## src/source/cpu_pkg.sv

```systemverilog
// Shared widths, instruction field types, format, condition and ALU enums, flag struct
package cpu_pkg;

    localparam int XLEN  = 32;                  // Data and address width
    localparam int IMM_W = 26;                  // Immediate and branch offset field width

    typedef logic [XLEN-1:0] word_t;            // Data or address word
    typedef logic [4:0]      reg_addr_t;        // Register number
    typedef logic [4:0]      shamt_t;           // Shift amount field, bits 10:6
    typedef logic [5:0]      funct_t;           // R-format funct field, bits 5:0

    // Instruction format, bits 31:30
    typedef enum logic [1:0] {
        FMT_R      = 2'b00,                     // Register ALU operation
        FMT_IMM    = 2'b01,                     // Sign-extended load into register 0
        FMT_BRANCH = 2'b10,                     // PC-relative branch on a flag
        FMT_JUMP   = 2'b11                      // Absolute jump
    } fmt_t;

    // Branch condition, bits 27:26
    typedef enum logic [1:0] {
        COND_Z      = 2'b00,
        COND_C      = 2'b01,
        COND_N      = 2'b10,
        COND_ALWAYS = 2'b11
    } cond_t;

    // ALU operation: shift select bit, then funct bits 5:3
    // Codes outside this list behave as ALU_PASS
    typedef enum logic [3:0] {
        ALU_AND  = 4'b0000,
        ALU_OR   = 4'b0001,
        ALU_XOR  = 4'b0010,
        ALU_PASS = 4'b0011,                     // Operand a straight through
        ALU_ADD  = 4'b0100,
        ALU_SUB  = 4'b0101,                     // Plain a minus b
        ALU_SLL  = 4'b1000,
        ALU_SRL  = 4'b1010,
        ALU_SRA  = 4'b1011
    } alu_op_t;

    // Condition flags, also reused as per-flag write enables
    typedef struct packed {
        logic z;                                // Zero
        logic c;                                // Carry, or no borrow on subtract
        logic n;                                // Negative, result bit 31
    } flags_t;

    // All-zero word decodes as R-format with no register or flag write
    localparam word_t NOP_WORD = '0;

endpackage
```

## src/source/pipe_buses.sv

```systemverilog
// fetch_bus and issue_bus interfaces with their modports
`timescale 1ns/1ns

// IF/ID contents toward decode, redirect back toward fetch
interface fetch_bus import cpu_pkg::*; ();

    word_t ir;                  // Instruction in decode
    word_t link_pc;             // Address of the instruction after ir
    logic  redirect;            // Branch or jump resolved in decode
    word_t redirect_pc;         // PC to load at the next edge

    modport fetch_side (
        output ir,
        output link_pc,
        input  redirect,
        input  redirect_pc
    );

    modport decode_side (
        input  ir,
        input  link_pc,
        output redirect,
        output redirect_pc
    );

endinterface

// ID/EX register contents, all driven by decode
interface issue_bus import cpu_pkg::*; ();

    word_t     rs_val;          // Register file read of rs
    word_t     rt_val;          // Register file read of rt
    reg_addr_t rs;              // Kept for operand forwarding
    reg_addr_t rt;
    reg_addr_t dest;            // Write-back register
    word_t     imm;             // Sign-extended 26-bit field, shamt sits in 10:6
    alu_op_t   alu_op;
    logic      use_imm;         // Immediate replaces operand a
    logic      wr_reg;          // Result goes to dest
    flags_t    flag_wr;         // Per-flag update enables, forced values when force_flags
    logic      force_flags;

    modport decode_side (
        output rs_val, rt_val, rs, rt, dest, imm,
        output alu_op, use_imm, wr_reg, flag_wr, force_flags
    );

    modport exec_side (
        input  rs_val, rt_val, rs, rt, dest, imm,
        input  alu_op, use_imm, wr_reg, flag_wr, force_flags
    );

endinterface

```

## src/source/pipeline_cpu.sv

```systemverilog
// Five-stage core top level: bus interfaces and stage instances
`timescale 1ns/1ns

module pipeline_cpu import cpu_pkg::*; #(
    parameter word_t RESET_PC = '0
) (
    input  logic      clk,
    input  logic      rst,
    output word_t     i_addr,
    input  word_t     i_data,
    output logic      wb_wr,
    output reg_addr_t wb_reg,
    output word_t     wb_data
);

    fetch_bus fb ();                    // Fetch and decode
    issue_bus ib ();                    // Decode into execute

    flags_t    next_flags;              // Flag forwarding into decode
    flags_t    flag_wr;
    logic      mem_wr;                  // EX/MEM into retire
    reg_addr_t mem_reg;
    word_t     mem_data;

    fetch_unit #(.RESET_PC(RESET_PC)) u_fetch (
        .clk(clk), .rst(rst), .i_addr(i_addr), .i_data(i_data), .fb(fb.fetch_side)
    );

    decode_unit u_decode (
        .clk(clk), .rst(rst), .fb(fb.decode_side), .ib(ib.decode_side),
        .ex_flags(next_flags), .ex_flag_wr(flag_wr),
        .wb_wr(wb_wr), .wb_reg(wb_reg), .wb_data(wb_data)
    );

    execute_unit u_execute (
        .clk(clk), .rst(rst), .ib(ib.exec_side), .next_flags(next_flags), .flag_wr(flag_wr),
        .mem_wr(mem_wr), .mem_reg(mem_reg), .mem_data(mem_data),
        .wb_wr(wb_wr), .wb_reg(wb_reg), .wb_data(wb_data)
    );

    retire_unit u_retire (
        .clk(clk), .rst(rst), .mem_wr(mem_wr), .mem_reg(mem_reg), .mem_data(mem_data),
        .wb_wr(wb_wr), .wb_reg(wb_reg), .wb_data(wb_data)
    );

endmodule

```

## src/source/retire_unit.sv

```systemverilog
// Retire unit: MEM/WB register driving the write-back port
`timescale 1ns/1ns

module retire_unit import cpu_pkg::*; (
    input  logic      clk,
    input  logic      rst,
    input  logic      mem_wr,
    input  reg_addr_t mem_reg,
    input  word_t     mem_data,
    output logic      wb_wr,            // To top level, register file and execute
    output reg_addr_t wb_reg,
    output word_t     wb_data
);

    always_ff @(posedge clk)
    begin
        if (rst)
            wb_wr <= 1'b0;              // No retirement out of reset
        else
            wb_wr <= mem_wr;
        wb_reg  <= mem_reg;
        wb_data <= mem_data;
    end

    // Register file commits at the following edge
    a_wb_known: assert property (@(posedge clk) disable iff (rst)
        wb_wr |-> !$isunknown({wb_reg, wb_data}));

endmodule

```

## src/source/execute_unit.sv

```systemverilog
// Execute unit: operand forwarding, ALU, flag registers and forcing, EX/MEM register
`timescale 1ns/1ns

module execute_unit import cpu_pkg::*; (
    input  logic            clk,
    input  logic            rst,
    issue_bus.exec_side     ib,
    output flags_t          next_flags,             // Flag state after this edge, to decode
    output flags_t          flag_wr,                // Flags being written this cycle
    output logic            mem_wr,                 // EX/MEM
    output reg_addr_t       mem_reg,
    output word_t           mem_data,
    input  logic            wb_wr,                  // MEM/WB, last forwarding source
    input  reg_addr_t       wb_reg,
    input  word_t           wb_data
);

    word_t  fwd_a, fwd_b;
    word_t  alu_a;
    word_t  alu_y;
    logic   alu_zero;
    logic   alu_carry;
    flags_t new_flags;                              // Forced or ALU-derived values
    flags_t flags_q;                                // Z, C, N registers

    // Newest producer wins, EX/MEM before MEM/WB before the issued read
    function automatic word_t fwd(input reg_addr_t r, input word_t issued);
        if (mem_wr && (mem_reg == r))
            return mem_data;
        else if (wb_wr && (wb_reg == r))
            return wb_data;
        else
            return issued;
    endfunction

    assign fwd_a = fwd(ib.rs, ib.rs_val);
    assign fwd_b = fwd(ib.rt, ib.rt_val);
    assign alu_a = ib.use_imm ? ib.imm : fwd_a;     // Immediate load passes imm through

    alu u_alu (
        .a     (alu_a),
        .b     (fwd_b),
        .op    (ib.alu_op),
        .shamt (ib.imm[10:6]),
        .y     (alu_y),
        .zero  (alu_zero),
        .carry (alu_carry)
    );

    // Forcing takes the enable bits as values and writes all three
    assign new_flags = ib.force_flags ? ib.flag_wr : flags_t'({alu_zero, alu_carry, alu_y[31]});
    assign flag_wr   = ib.flag_wr | {3{ib.force_flags}};

    // Per-flag merge, unwritten flags keep their state
    assign next_flags = (flag_wr & new_flags) | (~flag_wr & flags_q);

    always_ff @(posedge clk)
    begin
        if (rst)
            flags_q <= '0;
        else
            flags_q <= next_flags;
    end

    // EX/MEM register
    always_ff @(posedge clk)
    begin
        if (rst)
            mem_wr <= 1'b0;
        else
            mem_wr <= ib.wr_reg;
        mem_reg  <= ib.dest;
        mem_data <= alu_y;                          // Memory stage passes this on untouched
    end

    // Decode never pairs an immediate load with forced flags
    a_no_force_imm: assert property (@(posedge clk) disable iff (rst)
        ib.use_imm |-> !ib.force_flags);

endmodule

```

## src/source/decode_unit.sv

```systemverilog
// Decode unit: field split, format decode, branch and jump resolution, ID/EX register
`timescale 1ns/1ns

module decode_unit import cpu_pkg::*; (
    input  logic            clk,
    input  logic            rst,
    fetch_bus.decode_side   fb,
    issue_bus.decode_side   ib,
    input  flags_t          ex_flags,               // Next flag state from execute
    input  flags_t          ex_flag_wr,             // Flags execute is writing this cycle
    input  logic            wb_wr,
    input  reg_addr_t       wb_reg,
    input  word_t           wb_data
);

    word_t     ir;
    fmt_t      fmt;
    cond_t     cond;
    reg_addr_t rs, rt, rd;
    funct_t    funct;
    word_t     imm_se;                              // Sign-extended bits 25:0
    word_t     rs_val, rt_val;
    word_t     br_target;
    word_t     jmp_target;
    logic      flag_sel;
    logic      take;

    assign ir    = fb.ir;
    assign fmt   = fmt_t'(ir[31:30]);
    assign cond  = cond_t'(ir[27:26]);
    assign rs    = ir[25:21];
    assign rt    = ir[20:16];
    assign rd    = ir[15:11];
    assign funct = ir[5:0];
    assign imm_se = {{(XLEN-IMM_W){ir[IMM_W-1]}}, ir[IMM_W-1:0]};

    register_file rf (
        .clk     (clk),
        .rst     (rst),
        .rs      (rs),
        .rt      (rt),
        .rs_val  (rs_val),
        .rt_val  (rt_val),
        .wr      (wb_wr),
        .wr_reg  (wb_reg),
        .wr_data (wb_data)                          // Same-cycle write shows on the reads
    );

    // Flag for the branch condition, execute result already merged per flag
    always_comb
    begin
        case (cond)
            COND_Z:  flag_sel = ex_flags.z;
            COND_C:  flag_sel = ex_flags.c;
            COND_N:  flag_sel = ex_flags.n;
            default: flag_sel = 1'b1;
        endcase
    end

    assign take       = (cond == COND_ALWAYS) || (flag_sel == ir[29]);  // Bit 29 is polarity
    assign br_target  = fb.link_pc + {imm_se[XLEN-3:0], 2'b00};
    assign jmp_target = {ir[29:0], 2'b00};

    // Every branch redirects, untaken ones refetch the squashed fall-through
    assign fb.redirect    = (fmt == FMT_BRANCH) || (fmt == FMT_JUMP);
    assign fb.redirect_pc = (fmt == FMT_JUMP) ? jmp_target :
                            take              ? br_target  : fb.link_pc;

    // ID/EX payload
    always_ff @(posedge clk)
    begin
        ib.rs_val <= rs_val;
        ib.rt_val <= rt_val;
        ib.rs     <= rs;
        ib.rt     <= rt;
        ib.imm    <= imm_se;
        ib.dest   <= (fmt == FMT_IMM) ? 5'd0 : rd;  // Immediate load always targets r0
        ib.alu_op <= (fmt == FMT_IMM) ? ALU_PASS : alu_op_t'({ir[26], funct[5:3]});
    end

    // ID/EX controls, branches and jumps issue as bubbles
    always_ff @(posedge clk)
    begin
        if (rst)
        begin
            ib.use_imm     <= 1'b0;
            ib.wr_reg      <= 1'b0;
            ib.flag_wr     <= '0;
            ib.force_flags <= 1'b0;
        end
        else
        begin
            ib.use_imm     <= (fmt == FMT_IMM);
            ib.wr_reg      <= ((fmt == FMT_R) || (fmt == FMT_IMM)) && ir[28];
            ib.flag_wr     <= (fmt == FMT_R) ? flags_t'(funct[2:0]) : '0;   // Z C N enables
            ib.force_flags <= (fmt == FMT_R) && ir[27];
        end
    end

    // Bit 29 is reserved in R-format
    a_r_bit29: assert property (@(posedge clk) disable iff (rst)
        (fmt == FMT_R) |-> !ir[29]);

endmodule

```

## src/source/fetch_unit.sv

```systemverilog
// Fetch unit: program counter, next-PC select, IF/ID register with squash
`timescale 1ns/1ns

module fetch_unit import cpu_pkg::*; #(
    parameter word_t RESET_PC = '0                  // Word-aligned start address
) (
    input  logic            clk,
    input  logic            rst,
    output word_t           i_addr,                 // To instruction memory
    input  word_t           i_data,                 // Combinational read data
    fetch_bus.fetch_side    fb
);

    word_t pc;
    word_t pc_plus4;
    word_t pc_next;

    assign pc_plus4 = pc + 32'd4;
    assign pc_next  = fb.redirect ? fb.redirect_pc : pc_plus4;    // Decode overrides sequential fetch
    assign i_addr   = pc;

    always_ff @(posedge clk)
    begin
        if (rst)
        begin
            pc    <= RESET_PC;
            fb.ir <= NOP_WORD;                      // Decode sees nothing valid out of reset
        end
        else
        begin
            pc    <= pc_next;
            fb.ir <= fb.redirect ? NOP_WORD : i_data;   // Squash the slot behind a branch or jump
        end
        fb.link_pc <= pc_plus4;                     // Return point of the fetched word
    end

    // The squashed NOP in decode can never itself redirect
    a_single_redirect: assert property (@(posedge clk) disable iff (rst)
        fb.redirect |=> !fb.redirect);

endmodule

```

## src/source/register_file.sv

```systemverilog
// 32 by 32 register file, asynchronous reads with write-through
`timescale 1ns/1ns

module register_file import cpu_pkg::*; (
    input  logic      clk,
    input  logic      rst,
    input  reg_addr_t rs,
    input  reg_addr_t rt,
    output word_t     rs_val,
    output word_t     rt_val,
    input  logic      wr,
    input  reg_addr_t wr_reg,
    input  word_t     wr_data
);

    word_t regs [32];

    always_ff @(posedge clk)
    begin
        if (rst)
        begin
            for (int i = 0; i < 32; i++)
                regs[i] <= '0;              // Whole file starts at zero
        end
        else if (wr)
        begin
            regs[wr_reg] <= wr_data;        // r0 is an ordinary register
        end
    end

    // Bypass the write landing at this edge
    assign rs_val = (wr && (wr_reg == rs)) ? wr_data : regs[rs];
    assign rt_val = (wr && (wr_reg == rt)) ? wr_data : regs[rt];

endmodule

```

## src/source/alu.sv

```systemverilog
// ALU: logic, add, subtract and shifts with zero and carry outputs
`timescale 1ns/1ns

module alu import cpu_pkg::*; (
    input  word_t   a,
    input  word_t   b,
    input  alu_op_t op,
    input  shamt_t  shamt,
    output word_t   y,
    output logic    zero,
    output logic    carry
);

    logic [XLEN:0] add_full;                        // Carry in the top bit
    logic [XLEN:0] sub_full;                        // Top bit set when no borrow

    assign add_full = {1'b0, a} + {1'b0, b};
    assign sub_full = {1'b0, a} + {1'b0, ~b} + 33'd1;  // Two's complement a minus b

    always_comb
    begin
        carry = 1'b0;
        case (op)
            ALU_AND: y = a & b;
            ALU_OR:  y = a | b;
            ALU_XOR: y = a ^ b;
            ALU_ADD:
            begin
                y     = add_full[XLEN-1:0];
                carry = add_full[XLEN];
            end
            ALU_SUB:
            begin
                y     = sub_full[XLEN-1:0];
                carry = sub_full[XLEN];
            end
            ALU_SLL: y = a << shamt;                // Shifts act on a
            ALU_SRL: y = a >> shamt;
            ALU_SRA: y = word_t'($signed(a) >>> shamt);
            default: y = a;                         // ALU_PASS and unused codes
        endcase
    end

    assign zero = (y == '0);

endmodule

```

## config.mk

```make
export PLATFORM = sky130hd
export DESIGN_NAME = pipeline_cpu
export DESIGN_NICKNAME = d
export VERILOG_FILES = /design/src/source/cpu_pkg.sv /design/src/source/pipe_buses.sv /design/src/source/pipeline_cpu.sv /design/src/source/retire_unit.sv /design/src/source/execute_unit.sv /design/src/source/decode_unit.sv /design/src/source/fetch_unit.sv /design/src/source/register_file.sv /design/src/source/alu.sv
export SDC_FILE = /design/constraint.sdc
export NUM_CORES = 2
export LEC_CHECK = 0
export ABC_AREA = 1
export ABC_CLOCK_PERIOD_IN_PS = 4400
export BUFFER_PORTS_ARGS = -buffer_cell sky130_fd_sc_hd__buf_2
export CORE_MARGIN = 4
export CORE_UTILIZATION = 30
export CTS_BUF_LIST = sky130_fd_sc_hd__clkbuf_16
export CTS_CLUSTER_DIAMETER = 150
export CTS_CLUSTER_SIZE = 20
export DETAILED_ROUTE_END_ITERATION = 10
export SETUP_SLACK_MARGIN = 0.2
export SLEW_MARGIN = 25
export SYNTH_ARGS = -nofsm -noshare
export SYNTH_HDL_FRONTEND = slang
export SYNTH_HIERARCHICAL = 1
export SYNTH_SLANG_ARGS = --single-unit
export TNS_END_PERCENT = 20
```

## constraint.sdc

```tcl
create_clock -name clk -period 4.4 [get_ports clk]
set_input_delay 0.44 -clock clk [delete_from_list [all_inputs] [get_ports clk]]
set_output_delay 0.44 -clock clk [all_outputs]
set_load 0.02 [all_outputs]
```

==> impl_metrics.env <==
export IMPL_status="finished, violations left"
export IMPL_violations="setup timing"
export IMPL_floorplan_io_pins=104
export IMPL_mapped_nets=11660
export IMPL_grt_first_pass_wirelength_mm=532.4
export IMPL_reg2reg_to="u_fetch/i_addr[12]"
export IMPL_vias_in_the_first_global_route=77480
export IMPL_worst_setup_hold_path_clk_slew_ns=0.09
export IMPL_gp_routability_congestion=1.014
export IMPL_dieHeight_um=526.6
export IMPL_max_reg_flops=1024
export IMPL_place_detailed_instances=15250
export IMPL_flow_area_growth_from_synthesis_pct=18.38
export IMPL_clk_insertion_delay_late_ns=0.75
export IMPL_numClockSinks=1304
export IMPL_r2r_start="u_decode/ib.imm[23]"
export IMPL_unrepaired_setup_endpoints_after_global_routing="yes"
export IMPL_final_layout_size_suffix_gt1_share_pct=15.55
export IMPL_worst_slew_pin_transition_ns=1.070
export IMPL_setup_worst_path_start_class="flip-flop"
export IMPL_cpMostUsedCell="sky130_fd_sc_hd__nand2_1"
export IMPL_required_ns=5.03
export IMPL_grt_antenna_before_repair=15
export IMPL_tns_ns=-34.81
export IMPL_grt_max_degree=171
export IMPL_finalCoreUtilization_pct=35.66
export IMPL_grt_usage_pct=25.61
export IMPL_critPathLaunch="u_decode/ib.imm[23]"
export IMPL_ys_warnings_count=6
export IMPL_critPathMaxFanout=7
export IMPL_drt_vias_per_instance=5.385
export IMPL_core_area_mm2=0.2679
export IMPL_post_synth_cell_area_avg_um2=7.025
export IMPL_avgRoutedWirePerCell_um=24.07
export IMPL_drv_slew=0
export IMPL_setup_violators_final=30
export IMPL_max_cap_viol_count=0
export IMPL_final_period_utilization_pct=128.6
export IMPL_antenna_left=0
export IMPL_floorplan_rows=190
export IMPL_finalClockSkew_ns=0.05074
export IMPL_fin_total_pwr_mw=35.38
export IMPL_drt_wl_total_mm=372.6
export IMPL_registers_top_by_ff_count="u_decode/rf/regs"
export IMPL_timing_hold_violations_final=0
export IMPL_max_slew_margin_pct=28.47
export IMPL_r2r_worst_path_cells=42
export IMPL_worstSetupEndpointType="flip-flop"
export IMPL_buffer_ports_inserted=103
export IMPL_remaining_global_route_overflow=0
export IMPL_tritoncts_num_buffers=77
export IMPL_period_needed_ns=5.658
export IMPL_detailroute_via_count=83360
export IMPL_post_route_worst_setup_slack_ns=-1.258
export IMPL_power_density_mw_per_mm2=370.3
export IMPL_crit_path_end="u_fetch/i_addr[12]"
export IMPL_worst_ir_drop_vdd_mv=0.3593
export IMPL_power_static_leakage_nw=42.24
export IMPL_syn_cell_area_mm2=0.08070
export IMPL_route_detailed_drc=0
export IMPL_design_die_area_mm2=0.2774
export IMPL_crit_path_max_incr_delay_ns=0.37
export IMPL_cts_root_buf="sky130_fd_sc_hd__clkbuf_16"
export IMPL_layout_cells_non_filler=15480
export IMPL_detail_route_first_pass_iterations=7
export IMPL_critical_path_slowest_cell="sky130_fd_sc_hd__dfxtp_4"
export IMPL_num_nets_final=12050
export IMPL_cts_root_to_sink_buffers=3
export IMPL_classification_of_the_worst_slack_hold_path="flip-flop to flip-flop"
export IMPL_syn_inst=11490
export IMPL_violation_count_after_the_first_detailed_route_iteration=11770
export IMPL_timing_worst_setup_path_type="flip-flop to flip-flop"
export IMPL_clock_fmax_mhz=176.8
export IMPL_regToRegSetupSlack_ns=-1.26
export IMPL_worstPathArrival_ns=6.28
export IMPL_dpl_hpwl_mm=243.0
export IMPL_start_util_pct=30.12
export IMPL_htreeDepth=3
export IMPL_pre_cts_slack_ns=-1.761
export IMPL_tritoncts="yes"
export IMPL_dieWidth_um=526.6
[cell type report]
type,count,area (µm²)
Antenna cell,9,22.52
Clock buffer,81,2027
Clock inverter,40,226.5
Fill cell,28130,172400
Inverter,685,2636
Multi-Input combinational cell,8663,40240
Sequential cell,1304,36430
Tap cell,3552,4444
Timing Repair Buffer,1147,9505
[timing repair]
action,in CTS,in global routing
buffers inserted,42,18
endpoints found under the hold margin,32,0
hold buffers,32,0
pin swaps,89,95
cloned,7,1
gates resized for setup,410,205
endpoints found under the setup margin,33,33
[worst min path at each step]
| stage | cells after the start | slack (ns) | to | start |
|---|---|---|---|---|
| 2_1_floorplan | 0 | 0.31 | u_execute/mem_reg[0] | u_decode/ib.dest[0] |
| 3_3_place_gp | 0 | 0.31 | u_execute/mem_reg[4] | u_decode/ib.dest[4] |
| 3_5_place_dp | 0 | 0.31 | u_execute/mem_reg[3] | u_decode/ib.dest[3] |
| 4_1_cts | 0 | 0.33 | u_execute/mem_reg[1] | u_decode/ib.dest[1] |
| 5_1_grt | 0 | 0.35 | u_execute/mem_reg[3] | u_decode/ib.dest[3] |
| 6_report | 0 | 0.33 | u_execute/mem_reg[4] | u_decode/ib.dest[4] |
[per-layer routing]
layer | up-vias | global-route usage (%) | share of wire [%] | wire (µm)
li1 | 38030 | - | - | -
met5 | - | 0 | 0.013 | 47
met3 | 1072 | 5.966 | 12 | 43190
met1 | 39020 | 33.11 | 38 | 143000
met4 | 8 | 14.07 | 6.5 | 24290
met2 | 5224 | 39.45 | 43 | 162000
[critical path, delay by kind of cell (launching register included)]
family	cells	cell delay [ns]
fa+ha+maj	1	0.21
buf+inv	11	1.60
flops	1	0.37
compound gates	5	0.56
simple gates	25	2.76
[stage by stage]
| stage | hold WS (ns) | cell area (µm²) |
|---|---|---|
| after global placement | 0.3124 | 90170 |
| after floorplan | 0.3096 | 80910 |
| final | 0.3339 | 95530 |
| after detailed placement | 0.3121 | 90170 |
| after CTS | 0.3337 | 94730 |
| after global routing | 0.3470 | 95510 |
[cell usage in the layout (no fill, tap or decap), drive strengths merged]
cell            n
fa              3
o211ai         17
a22o            1
or2            10
ha            136
and2           11
o22ai          20
edfxtp       1024
nor3b           2
nand2        4183
dfxtp         280
a21o            2
a31oi           1
o21ai         113
buf          1114
nand3b          5
xnor2          16
nor3           45
nor2         1485
nand4          98
o221ai          6
clkbuf         82
a21oi         108
nand3        2370
dlygate4sd3    32
a211oi          3
inv           718
diode           9
and3            1
o21bai         14
o2111ai         1
nor4            1
xor2           11
clkinv          7
[power breakdown]
part	total, mW	internal (mW)	switching (mW)
sequential	14.6	13.9	0.620
clock	7.83	3.37	4.46
combinational	13.0	4.33	8.66
total	35.4	21.6	13.7
(Power assumes the default switching activity.)
